$ cat src/source/duck_game_pkg.sv
package duck_game_pkg;

    //--------------------------------------------------------------------------
    // geometry
    //--------------------------------------------------------------------------

    // every x and y coordinate on screen
    localparam int coord_w = 12;

    //--------------------------------------------------------------------------
    // game phases
    //--------------------------------------------------------------------------

    typedef enum logic [2:0] {
        phase_idle      = 3'd0,
        phase_countdown = 3'd1,
        phase_hunting   = 3'd2,
        phase_reloading = 3'd3,
        phase_falling   = 3'd4
    } game_phase_t;

    //--------------------------------------------------------------------------
    // ammunition and score
    //--------------------------------------------------------------------------

    // rounds in a full magazine
    localparam int magazine_size = 3;
    // rounds handed out at game start
    localparam int total_rounds = 30;

    // magazine count
    localparam int mag_w = 3;
    // all rounds left, magazine included
    localparam int reserve_w = 6;
    // kills so far
    localparam int score_w = 7;

endpackage

$ cat src/source/mouse_event_decode.sv
`timescale 1ns/1ps

module mouse_event_decode #(
    parameter int duck_width  = 96,
    parameter int duck_height = 60
) (
    input  logic                              clk,
    input  logic                              rst,
    input  logic [duck_game_pkg::coord_w-1:0] mouse_xpos,
    input  logic [duck_game_pkg::coord_w-1:0] mouse_ypos,
    input  logic [duck_game_pkg::coord_w-1:0] duck_xpos,
    input  logic [duck_game_pkg::coord_w-1:0] duck_ypos,
    input  logic                              left_mouse,
    input  logic                              right_mouse,
    output logic                              shot,
    output logic                              hit,
    output logic                              reload_req
);

    import duck_game_pkg::*;

    // button levels from the previous edge
    logic left_prev;
    logic right_prev;
    logic left_rise;
    logic right_rise;

    // far corner of the duck box, one bit wider so it cannot wrap
    logic [coord_w:0] box_right;
    logic [coord_w:0] box_bottom;
    logic             in_box_x;
    logic             in_box_y;

    assign left_rise  = left_mouse & ~left_prev;
    assign right_rise = right_mouse & ~right_prev;

    //--------------------------------------------------------------------------
    // hit test, inclusive on all four edges
    //--------------------------------------------------------------------------

    assign box_right  = {1'b0, duck_xpos} + (coord_w + 1)'(duck_width);
    assign box_bottom = {1'b0, duck_ypos} + (coord_w + 1)'(duck_height);

    assign in_box_x = (mouse_xpos >= duck_xpos) && ({1'b0, mouse_xpos} <= box_right);
    assign in_box_y = (mouse_ypos >= duck_ypos) && ({1'b0, mouse_ypos} <= box_bottom);

    //--------------------------------------------------------------------------
    // event pulses
    //--------------------------------------------------------------------------

    always_ff @(posedge clk) begin
        if (rst) begin
            left_prev  <= 1'b0;
            right_prev <= 1'b0;
            shot       <= 1'b0;
            hit        <= 1'b0;
            reload_req <= 1'b0;
        end else begin
            left_prev  <= left_mouse;
            right_prev <= right_mouse;
            // one pulse per press, however long the button is held
            shot       <= left_rise;
            // hit only means something together with shot
            hit        <= left_rise & in_box_x & in_box_y;
            reload_req <= right_rise;
        end
    end

endmodule

$ cat src/source/game_sequencer.sv
`timescale 1ns/1ps

module game_sequencer #(
    parameter int countdown_cycles = 40,
    parameter int fall_cycles      = 20,
    parameter int reload_cycles    = 4
) (
    input  logic                       clk,
    input  logic                       rst,
    input  logic                       game_enable,
    input  logic                       reload_req,
    input  logic                       kill,
    output duck_game_pkg::game_phase_t phase,
    output logic                       hunt_start
);

    import duck_game_pkg::*;

    // the delay timer must hold the longest phase minus one
    localparam int longest_a = (countdown_cycles > fall_cycles) ? countdown_cycles : fall_cycles;
    localparam int longest   = (longest_a > reload_cycles) ? longest_a : reload_cycles;
    localparam int timer_w   = (longest > 1) ? $clog2(longest) : 1;

    game_phase_t        phase_nxt;
    logic [timer_w-1:0] delay;
    logic [timer_w-1:0] delay_nxt;
    logic               delay_done;

    assign delay_done = (delay == '0);

    //--------------------------------------------------------------------------
    // next phase and delay timer
    //--------------------------------------------------------------------------

    always_comb begin
        phase_nxt = phase;
        delay_nxt = delay;
        case (phase)
            phase_idle: begin
                if (game_enable) begin
                    phase_nxt = phase_countdown;
                    delay_nxt = timer_w'(countdown_cycles - 1);
                end
            end
            // all three timed phases end back in hunting
            phase_countdown, phase_reloading, phase_falling: begin
                if (delay_done) begin
                    phase_nxt = phase_hunting;
                end else begin
                    delay_nxt = delay - timer_w'(1);
                end
            end
            phase_hunting: begin
                // a kill wins over a reload in the same cycle
                if (kill) begin
                    phase_nxt = phase_falling;
                    delay_nxt = timer_w'(fall_cycles - 1);
                end else if (reload_req) begin
                    phase_nxt = phase_reloading;
                    delay_nxt = timer_w'(reload_cycles - 1);
                end
            end
            default: begin
                phase_nxt = phase_idle;
                delay_nxt = '0;
            end
        endcase
    end

    //--------------------------------------------------------------------------
    // phase register
    //--------------------------------------------------------------------------

    always_ff @(posedge clk) begin
        if (rst) begin
            phase <= phase_idle;
            delay <= '0;
        end else begin
            phase <= phase_nxt;
            delay <= delay_nxt;
        end
    end

    // straight from the phase register
    assign hunt_start = (phase == phase_hunting);

endmodule

$ cat src/source/ammo_score_keeper.sv
`timescale 1ns/1ps

module ammo_score_keeper (
    input  logic                                clk,
    input  logic                                rst,
    input  duck_game_pkg::game_phase_t          phase,
    input  logic                                shot,
    input  logic                                hit,
    output logic [duck_game_pkg::mag_w-1:0]     bullets_in_magazine,
    output logic [duck_game_pkg::reserve_w-1:0] bullets_left,
    output logic [duck_game_pkg::score_w-1:0]   my_score,
    output logic                                show_reload_char,
    output logic                                kill,
    output logic                                game_over
);

    import duck_game_pkg::*;

    // own copy of the phase, for entry detection
    game_phase_t      phase_prev;
    logic             game_start;
    logic             reload_entry;
    logic             hunt_shot;
    logic             mag_empty;
    logic [mag_w-1:0] refill;

    assign game_start   = (phase_prev == phase_idle) && (phase != phase_idle);
    assign reload_entry = (phase == phase_reloading) && (phase_prev != phase_reloading);

    // shots outside hunting are dropped
    assign hunt_shot = shot && (phase == phase_hunting);
    assign mag_empty = (bullets_in_magazine == '0);

    // a hit only counts with a round in the magazine
    assign kill = hunt_shot && hit && !mag_empty;

    // smaller of a full magazine and what is left
    assign refill = (bullets_left < reserve_w'(magazine_size)) ? mag_w'(bullets_left)
                                                               : mag_w'(magazine_size);

    // counts are not loaded yet on the first countdown cycle
    assign game_over = (bullets_left == '0) && (phase != phase_idle) && !game_start;

    //--------------------------------------------------------------------------
    // counts
    //--------------------------------------------------------------------------

    always_ff @(posedge clk) begin
        if (rst) begin
            phase_prev          <= phase_idle;
            bullets_in_magazine <= '0;
            bullets_left        <= '0;
            my_score            <= '0;
            show_reload_char    <= 1'b0;
        end else begin
            phase_prev <= phase;
            if (game_start) begin
                bullets_in_magazine <= mag_w'(magazine_size);
                bullets_left        <= reserve_w'(total_rounds);
                my_score            <= '0;
                show_reload_char    <= 1'b0;
            end else if (reload_entry) begin
                // reserve already counts the magazine, so it stays
                bullets_in_magazine <= refill;
                show_reload_char    <= 1'b0;
            end else if (hunt_shot) begin
                if (mag_empty) begin
                    show_reload_char <= 1'b1;
                end else begin
                    bullets_in_magazine <= bullets_in_magazine - mag_w'(1);
                    bullets_left        <= bullets_left - reserve_w'(1);
                    if (kill) begin
                        my_score <= my_score + score_w'(1);
                    end
                end
            end
        end
    end

endmodule

$ cat src/source/duck_flight.sv
`timescale 1ns/1ps

module duck_flight #(
    parameter int field_width  = 1024,
    parameter int field_height = 768,
    parameter int duck_width   = 96,
    parameter int duck_height  = 60,
    parameter int move_period  = 650_000
) (
    input  logic                              clk,
    input  logic                              rst,
    input  duck_game_pkg::game_phase_t        phase,
    input  logic                              kill,
    output logic [duck_game_pkg::coord_w-1:0] duck_xpos,
    output logic [duck_game_pkg::coord_w-1:0] duck_ypos
);

    import duck_game_pkg::*;

    // corner limits keeping the whole box on the field
    localparam int x_span = field_width - duck_width;
    localparam int y_span = field_height - duck_height;
    localparam int step_w = (move_period > 1) ? $clog2(move_period) : 1;

    localparam logic [coord_w-1:0] x_max = coord_w'(x_span);
    localparam logic [coord_w-1:0] y_max = coord_w'(y_span);

    logic [step_w-1:0]  step_cnt;
    logic               step;
    logic               going_right;
    logic               going_up;
    logic [15:0]        lfsr;
    logic               lfsr_fb;
    logic [coord_w-1:0] spawn_x;

    // taps 16 14 13 11, maximal length
    assign lfsr_fb = lfsr[15] ^ lfsr[13] ^ lfsr[12] ^ lfsr[10];
    assign spawn_x = coord_w'(lfsr % (x_span + 1));

    assign step = (phase == phase_hunting) && (step_cnt == step_w'(move_period - 1));

    //--------------------------------------------------------------------------
    // position and direction
    //--------------------------------------------------------------------------

    always_ff @(posedge clk) begin
        if (rst) begin
            duck_xpos   <= coord_w'(x_span / 2);
            duck_ypos   <= y_max;
            going_right <= 1'b1;
            going_up    <= 1'b1;
            step_cnt    <= '0;
            lfsr        <= 16'hace1;
        end else begin
            // sequence runs every cycle so spawns depend on click timing
            lfsr <= {lfsr[14:0], lfsr_fb};
            if (phase != phase_hunting || step) begin
                step_cnt <= '0;
            end else begin
                step_cnt <= step_cnt + step_w'(1);
            end
            if (kill) begin
                // fresh duck rises from the bottom
                duck_xpos   <= spawn_x;
                duck_ypos   <= y_max;
                going_up    <= 1'b1;
                going_right <= lfsr[0];
            end else if (step) begin
                // horizontal bounce
                if (going_right) begin
                    if (duck_xpos >= x_max) begin
                        going_right <= 1'b0;
                        duck_xpos   <= duck_xpos - coord_w'(1);
                    end else begin
                        duck_xpos <= duck_xpos + coord_w'(1);
                    end
                end else if (duck_xpos == '0) begin
                    going_right <= 1'b1;
                    duck_xpos   <= duck_xpos + coord_w'(1);
                end else begin
                    duck_xpos <= duck_xpos - coord_w'(1);
                end
                // vertical bounce, up is smaller y
                if (going_up) begin
                    if (duck_ypos == '0) begin
                        going_up  <= 1'b0;
                        duck_ypos <= duck_ypos + coord_w'(1);
                    end else begin
                        duck_ypos <= duck_ypos - coord_w'(1);
                    end
                end else if (duck_ypos >= y_max) begin
                    going_up  <= 1'b1;
                    duck_ypos <= duck_ypos - coord_w'(1);
                end else begin
                    duck_ypos <= duck_ypos + coord_w'(1);
                end
            end
        end
    end

endmodule

$ cat src/source/duck_game_core.sv
`timescale 1ns/1ps

module duck_game_core #(
    parameter int duck_width       = 96,
    parameter int duck_height      = 60,
    // timers in cycles, about 4 s, 2 s and 0.1 s at 65 MHz
    parameter int countdown_cycles = 260_000_000,
    parameter int fall_cycles      = 130_000_000,
    parameter int reload_cycles    = 6_500_000,
    parameter int field_width      = 1024,
    parameter int field_height     = 768,
    // one pixel step every 10 ms
    parameter int move_period      = 650_000
) (
    input  logic                                clk,
    input  logic                                rst,
    input  logic [duck_game_pkg::coord_w-1:0]   mouse_xpos,
    input  logic [duck_game_pkg::coord_w-1:0]   mouse_ypos,
    input  logic                                left_mouse,
    input  logic                                right_mouse,
    input  logic                                game_enable,
    output logic [duck_game_pkg::coord_w-1:0]   duck_xpos,
    output logic [duck_game_pkg::coord_w-1:0]   duck_ypos,
    output logic [duck_game_pkg::mag_w-1:0]     bullets_in_magazine,
    output logic [duck_game_pkg::reserve_w-1:0] bullets_left,
    output logic [duck_game_pkg::score_w-1:0]   my_score,
    output logic                                hunt_start,
    output logic                                show_reload_char,
    output logic                                game_over
);

    import duck_game_pkg::*;

    // events from the decode block
    logic        shot;
    logic        hit;
    logic        reload_req;
    // phase and kill feedback
    game_phase_t phase;
    logic        kill;

    //--------------------------------------------------------------------------
    // decode, sequence, count, fly
    //--------------------------------------------------------------------------

    mouse_event_decode #(
        .duck_width  (duck_width),
        .duck_height (duck_height)
    ) u_decode (
        .clk         (clk),
        .rst         (rst),
        .mouse_xpos  (mouse_xpos),
        .mouse_ypos  (mouse_ypos),
        .duck_xpos   (duck_xpos),
        .duck_ypos   (duck_ypos),
        .left_mouse  (left_mouse),
        .right_mouse (right_mouse),
        .shot        (shot),
        .hit         (hit),
        .reload_req  (reload_req)
    );

    game_sequencer #(
        .countdown_cycles (countdown_cycles),
        .fall_cycles      (fall_cycles),
        .reload_cycles    (reload_cycles)
    ) u_sequencer (
        .clk         (clk),
        .rst         (rst),
        .game_enable (game_enable),
        .reload_req  (reload_req),
        .kill        (kill),
        .phase       (phase),
        .hunt_start  (hunt_start)
    );

    ammo_score_keeper u_keeper (
        .clk                 (clk),
        .rst                 (rst),
        .phase               (phase),
        .shot                (shot),
        .hit                 (hit),
        .bullets_in_magazine (bullets_in_magazine),
        .bullets_left        (bullets_left),
        .my_score            (my_score),
        .show_reload_char    (show_reload_char),
        .kill                (kill),
        .game_over           (game_over)
    );

    duck_flight #(
        .field_width  (field_width),
        .field_height (field_height),
        .duck_width   (duck_width),
        .duck_height  (duck_height),
        .move_period  (move_period)
    ) u_flight (
        .clk       (clk),
        .rst       (rst),
        .phase     (phase),
        .kill      (kill),
        .duck_xpos (duck_xpos),
        .duck_ypos (duck_ypos)
    );

endmodule

$ cat config.mk
export PLATFORM = sky130hd
export DESIGN_NAME = duck_game_core
export DESIGN_NICKNAME = d
export VERILOG_FILES = /design/src/source/duck_game_pkg.sv /design/src/source/mouse_event_decode.sv /design/src/source/game_sequencer.sv /design/src/source/ammo_score_keeper.sv /design/src/source/duck_flight.sv /design/src/source/duck_game_core.sv
export SDC_FILE = /design/constraint.sdc
export NUM_CORES = 1
export LEC_CHECK = 0
export ABC_AREA = 1
export ABC_CLOCK_PERIOD_IN_PS = 8300
export BUFFER_PORTS_ARGS = -buffer_cell sky130_fd_sc_hd__clkbuf_2
export CORE_MARGIN = 1
export CORE_UTILIZATION = 45
export CTS_CLUSTER_SIZE = 10
export DETAILED_ROUTE_END_ITERATION = 7
export PLACE_DENSITY = 0.69
export SETUP_SLACK_MARGIN = 0.15
export SLEW_MARGIN = 20
export SYNTH_ARGS = -nofsm -noshare
export SYNTH_HDL_FRONTEND = slang
export SYNTH_SLANG_ARGS = --single-unit
$ cat constraint.sdc
create_clock -name clk -period 8.3 [get_ports clk]
set_input_delay 1.66 -clock clk [delete_from_list [all_inputs] [get_ports clk]]
set_output_delay 1.66 -clock clk [all_outputs]
set_load 0.1 [all_outputs]
Word level (Yosys, flattened, before mapping). Index checks and enable logic that the tools add are counted.

Add/subtract/negate cells: 11. Multiply operators: 0. Div/mod/pow operators: 1. Magnitude comparators: 7. Eq/ne operators: 15. Shift-type cells: 0. Multiplexer cells: 35. Bitwise logic cells: 11. Reduce and logical (&&, ||, !) cells: 38.

Operators by type and width (count): $mux 28 (4); $mux 12 (8); $pmux 28 s3 (1); $mod 16x10->32 const B (1); $logic_not 28->1 (1); $sub 28x1->28 const B (1); $le 12x13->1 (2); $add 12x1->12 const B (2); $ge 12x10->1 const B (2); $ge 12x12->1 (2); $logic_not 12->1 (2); $mux 3 (8); $sub 12x1->12 const B (2); $add 20x1->20 const B (1); $eq 20x20->1 const B (1); $mux 5 (4); $add 12x6->13 const B (1); $add 12x7->13 const B (1); $reduce_and 3->1 (4); $logic_and 1x1->1 (10); $logic_not 3->1 (3); $pmux 3 s3 (1); $mux 1 (8); $ne 2x1->1 const B (4); 23 further kinds (44).

Bits in registers: 118. Bits in latches: 0. RAM bits: 0. Bits in read-only memories: 0. Input bits: 29. Output and inout bits: 43. Word-level logic and storage cells: 138. Memories: 0.

Longest topological paths before layout.
Depth after elaboration: 6. Mapped depth: 61. Gate-level depth less buffers: 60.

Cells and area by module. Synthesis repeated with hierarchy kept, for this count alone.

Cells, all modules: 1894. Area, all modules: 11622.4 um^2.

By module, submodules not included: duck_flight (instances 1, cells an instance 1102, area each 6625.1 um^2, sequential area each 1241.2 um^2); game_sequencer (instances 1, cells an instance 379, area each 2289.7 um^2, sequential area each 620.6 um^2); mouse_event_decode (instances 1, cells an instance 245, area each 1539.0 um^2, sequential area each 100.1 um^2); ammo_score_keeper (instances 1, cells an instance 168, area each 1168.6 um^2, sequential area each 400.4 um^2).

Worst setup path before layout. No wires, ideal clock.

Path type: flip-flop to flip-flop. From: register u_flight.lfsr[6]. To: register u_flight.duck_xpos[0] (netlist name). Data arrival time: 5980 ps. Data required time: 8190 ps. Setup slack: 2211 ps. Stages on the path, launching flop included: 59. Path buffers: 5. Path through: dfxtp_1 nor2_2 nand3_2 nand2_1 a21oi_1 ha_1 inv_1 nand2_1 nand2_1 nand2_1 nor2_2 a21oi_4 buf_6 nand3_1 nand2_2 nor2_4 nand2_1 nor2_2 [23 not listed] nand2_1 nand2_1 nand2_1 nand2_2 nand3_4 buf_6 xor2_1 ha_1 nand3_2 nand3_2 nand3_2 nand2_4 nand2_4 buf_6 nand3_1 nand3_1 nand3_1 inv_2.

Cells in the longest elaborated chain, start to end: 2.

Ends and longest elaborated chain: start, declared (line duck_flight.sv:32) `logic [15:0] lfsr;`; start signal, assigned (line duck_flight.sv:56) `lfsr <= {lfsr[14:0], lfsr_fb};`; $mod 16x10->32 (line duck_flight.sv:38) `assign spawn_x = coord_w'(lfsr % (x_span + 1));`; $mux 12 (line duck_flight.sv:62) `if (kill) begin`; end signal, assigned (line duck_flight.sv:48) `duck_xpos <= coord_w'(x_span / 2);`; end signal, assigned (line duck_flight.sv:64) `duck_xpos <= spawn_x;`; end signal, assigned (line duck_flight.sv:73) `duck_xpos <= duck_xpos - coord_w'(1);`; end, declared (line duck_flight.sv:14) `output logic [duck_game_pkg::coord_w-1:0] duck_xpos,`.

Every way passes these cells. A chain may end at the register's enable or synchronous reset.

Worst setup path after layout.
From: register u_flight.lfsr[6]. To: register u_flight.duck_xpos[4] (netlist name).

The elaborated chain is that of the path after synthesis.

==> run_results.csv <==
group,metric,value,unit
power_and_ir_drop,peakVddDrop,0.248,mV
clock_tree,cts_hold_buffers,0,
clock_tree,cts_setup_buffers,0,
die,start_util,46.3,%
grt,grt_pass1_wl,47.0,mm
critical_path,crit_top_cell,"nand2_1",
sta,fin_worst_skew,0.0136,ns
clock_tree,numCtsBuffers,17,
cells_and_area,nNetsFinal,1851,
synth,yosysWarnings,0,
power_and_ir_drop,p_int,0.00198,W
clock_tree,path_clk_slew,0.06,ns
min_path,holdCritPathClass,"register to register",
cells_and_area,multi_input_area,7140,um2
synth,syn_nets,1790,
placement,routabilityCongestion,0.912,
sta,setup_tns,0,ns
clock_tree,cts_tree,"yes",
synth,avgSynthCellArea,6.21,um2
cells_and_area,drive_above_1_share,12.9,%
run,maxCapViolations,0,
min_path,min_to,"u_decode.reload_req$_SDFF_PP0_",
sta,worst_pin_slew,1.04,ns
placement,dp_hpwl,21.2,mm
power_and_ir_drop,netSwitchingFraction,52.7,%
drt,dr.pass1.iters,6,
critical_path,rr_worst_depth,54,
drt,drt-wirelength-per-cell,13.2,um
die,dieArea,24000,um2
cells_and_area,num-fill-cells,2384,
power_and_ir_drop,power,0.00419,W
drt,ant_nets,0,
critical_path,crit_arrival,7.49,ns
die,ios,72,
outcome,outcome,"finished, final reports clean",
synth,yosysTopAreaCell,"dfxtp_1",
sta,relSlewSlack,30.6,%
drt,wl_met1,13.6,mm
critical_path,critPathCaptureType,"register",
drt,top_layer,"met4",
synth,yosysSeqAreaShare,22.4,%
grt,gr-usage-all-layers,23.5,%
critical_path,rr_startpoint,"u_flight.lfsr[6]$_SDFF_PP1_",
drt,drc,0,
die,die_h,155,um
drt,vias,10847,
grt,grt_max_degree,50,
clock_tree,clock_sinks,118,
critical_path,worst_ep_required_time,8.61,ns
drt,wl,27.5,mm
synth,ys_types,54,
clock_tree,worstSkewPairLatency,0.42,ns
drt,first_iter_violations,735,
cells_and_area,area_delta_synth_final,11.6,%
synth,synth_edf_count,0,
min_path,hold_start,"u_decode.right_prev$_SDFF_PP0_",
critical_path,critPathLaunchType,"register",
synth,synth_ff_type,"dfxtp_1",
clock_tree,clockRootBuffer,"clkbuf_16",
grt,grt_pass1_vias,9929,
die,core_area,22800,um2
grt,overflow,0,
synth,synth-seq-cells,118,
power_and_ir_drop,power_density,356,nW/um2
critical_path,slowest_stage,"dfxtp_1",
synth,synth_common_cells,"404 x nand2_1, 200 x inv_1, 187 x nor2_1, 124 x nand3_1, 118 x dfxtp_1",
power_and_ir_drop,p_leak,5.59,nW
drt,met3WireLength,1.45,mm
critical_path,path_class,"register to register",
sta,period_minus_slack,7.18,ns
min_path,hold_depth,1,
critical_path,cpPeakStageDelay,0.34,ns
sta,rsz0062_at_grt,"false",
sta,drv_slew,0,
cells_and_area,register_area,2360,um2
synth,synth.cell_area,10500,um2
synth,synthCells,1697,
die,die_w,155,um
synth,synthMostInstantiatedCell,"nand2_1",
sta,hold_viol,0,
critical_path,rrSetupSlack,1.12,ns
power_and_ir_drop,clock_power_share,18.0,%
power_and_ir_drop,p_sw,0.00221,W
synth,netlist.area_leader.share,22.4,%
critical_path,crit_fanout,18,
placement,port-buffer-count,71,
critical_path,rr_endpoint,"u_flight.duck_xpos[4]$_SDFFE_PP1P_",
synth,async_reset_ff_share,0,%
sta,finalCritPeriodShare,86.5,%
grt,antenna_found_initial,0,
clock_tree,htree_levels,4,
synth,ys_top_cells_by_area,"dfxtp_1 22%, nand2_1 14%, ha_1 7.6%",
die,core.rowCount,55,
sta,final-setup-viol-count,0,
drt,route.met2.wl,12.3,mm
clock_tree,cts_resized,0,
power_and_ir_drop,seqPwrFrac,17.8,%
cells_and_area,antenna_cells,0,
clock_tree,cts_buffer_depth,2,
sta,fmax,0.139,GHz
drt,post_drt_via_cell_ratio,5.21,
power_and_ir_drop,power_frac_comb,64.3,%
## worst max path at each step
stage                                            start                                 end  cells after the start
after floorplan            u_flight.lfsr[6]$_SDFF_PP1_  u_flight.duck_xpos[0]$_SDFFE_PP0P_                     58
after global placement    u_flight.lfsr[10]$_SDFF_PP1_  u_flight.duck_xpos[8]$_SDFFE_PP1P_                     53
after detailed placement   u_flight.lfsr[6]$_SDFF_PP1_  u_flight.duck_xpos[4]$_SDFFE_PP1P_                     54
after CTS                 u_flight.lfsr[10]$_SDFF_PP1_  u_flight.duck_xpos[4]$_SDFFE_PP1P_                     53
after global routing      u_flight.lfsr[10]$_SDFF_PP1_  u_flight.duck_xpos[4]$_SDFFE_PP1P_                     51
final                      u_flight.lfsr[6]$_SDFF_PP1_  u_flight.duck_xpos[4]$_SDFFE_PP1P_                     54
## kinds of logic after synthesis
group                    count (synthesis)  share of synthesized area [%]
AND/OR/NAND/NOR                        926                           41.0
buffers and inverters                  265                           9.92
AO/OA/AOI/OAI                          260                           13.7
flip-flops                             118                           22.4
XOR/XNOR                                64                           5.32
adder cells (fa/ha/maj)                 64                           7.59
## per-stage QoR
stage	std cells	hold slack [ns]	util (%)	cell area [um2]	setup WS (ns)
2_1_floorplan	1697	0.373	-	10500	2.21
3_3_place_gp	2052	0.394	49.0	11200	1.38
3_5_place_dp	2052	0.392	49.0	11200	1.17
4_1_cts	2082	0.390	51.6	11800	1.15
5_1_grt	2082	0.408	51.6	11800	0.269
6_report	2082	0.389	51.6	11800	1.12
## layer usage
metal	GRT usage (%)	up-vias
met5	0	-
met4	4.90	0
met3	4.29	15
met2	38.1	245
met1	32.4	4903
li1	-	5684
## sequential cells by signal, summed over array words and instances (netlist names), 3 cells and up
| register | cells |
|---|---|
| u_keeper.bullets_left | 6 |
| u_sequencer.delay | 28 |
| u_sequencer.phase | 3 |
| u_keeper.phase_prev | 3 |
| u_flight.duck_xpos | 12 |
| u_flight.duck_ypos | 12 |
| u_keeper.my_score | 7 |
| u_keeper.bullets_in_magazine | 3 |
| u_flight.step_cnt | 20 |
| u_flight.lfsr | 16 |
## worst max-delay path: cells and delay by family (launching register included)
family	cells	cell delay, ns
xor gates and xnor gates	1	0.34
DFF	1	0.34
buffers and inverters	4	0.37
and+or+nand+nor	42	4.48
AOI/OAI and AO/OA	4	0.78
adders and majority gates	3	0.72
## power by group through the flow
stage,combinational (W),clock (W),sequential [W]
after global placement,0.00264,0,0.000750
after floorplan,0.00214,0,0.000827
after detailed placement,0.00266,0,0.000753
after CTS,0.00268,0.000765,0.000741
final,0.00269,0.000754,0.000744
after global routing,0.00307,0.000796,0.000757
## cell type report
cell class | instances | area share [%]
multi-input combinational | 1314 | 60.7
sequential | 118 | 20.1
inverter | 229 | 7.31
clock buffer | 21 | 4.08
timing repair buffer | 78 | 3.47
tap | 313 | 3.33
clock inverter | 9 | 1.06
## placed cells by master (no fill, tap or decap), types with 17 or more instances in the layout
| cell type | instances |
|---|---|
| a21oi_1 | 115 |
| inv_1 | 200 |
| clkbuf_16 | 17 |
| clkbuf_2 | 71 |
| nand2_2 | 44 |
| nand3_1 | 124 |
| ha_1 | 64 |
| nand4_1 | 41 |
| nor2_1 | 187 |
| xor2_1 | 53 |
| nor3_1 | 37 |
| o21ai_0 | 85 |
| inv_2 | 18 |
| dfxtp_1 | 118 |
| nor4_1 | 22 |
| nand2_1 | 404 |
Note: power is estimated with default switching activity, not from simulation.
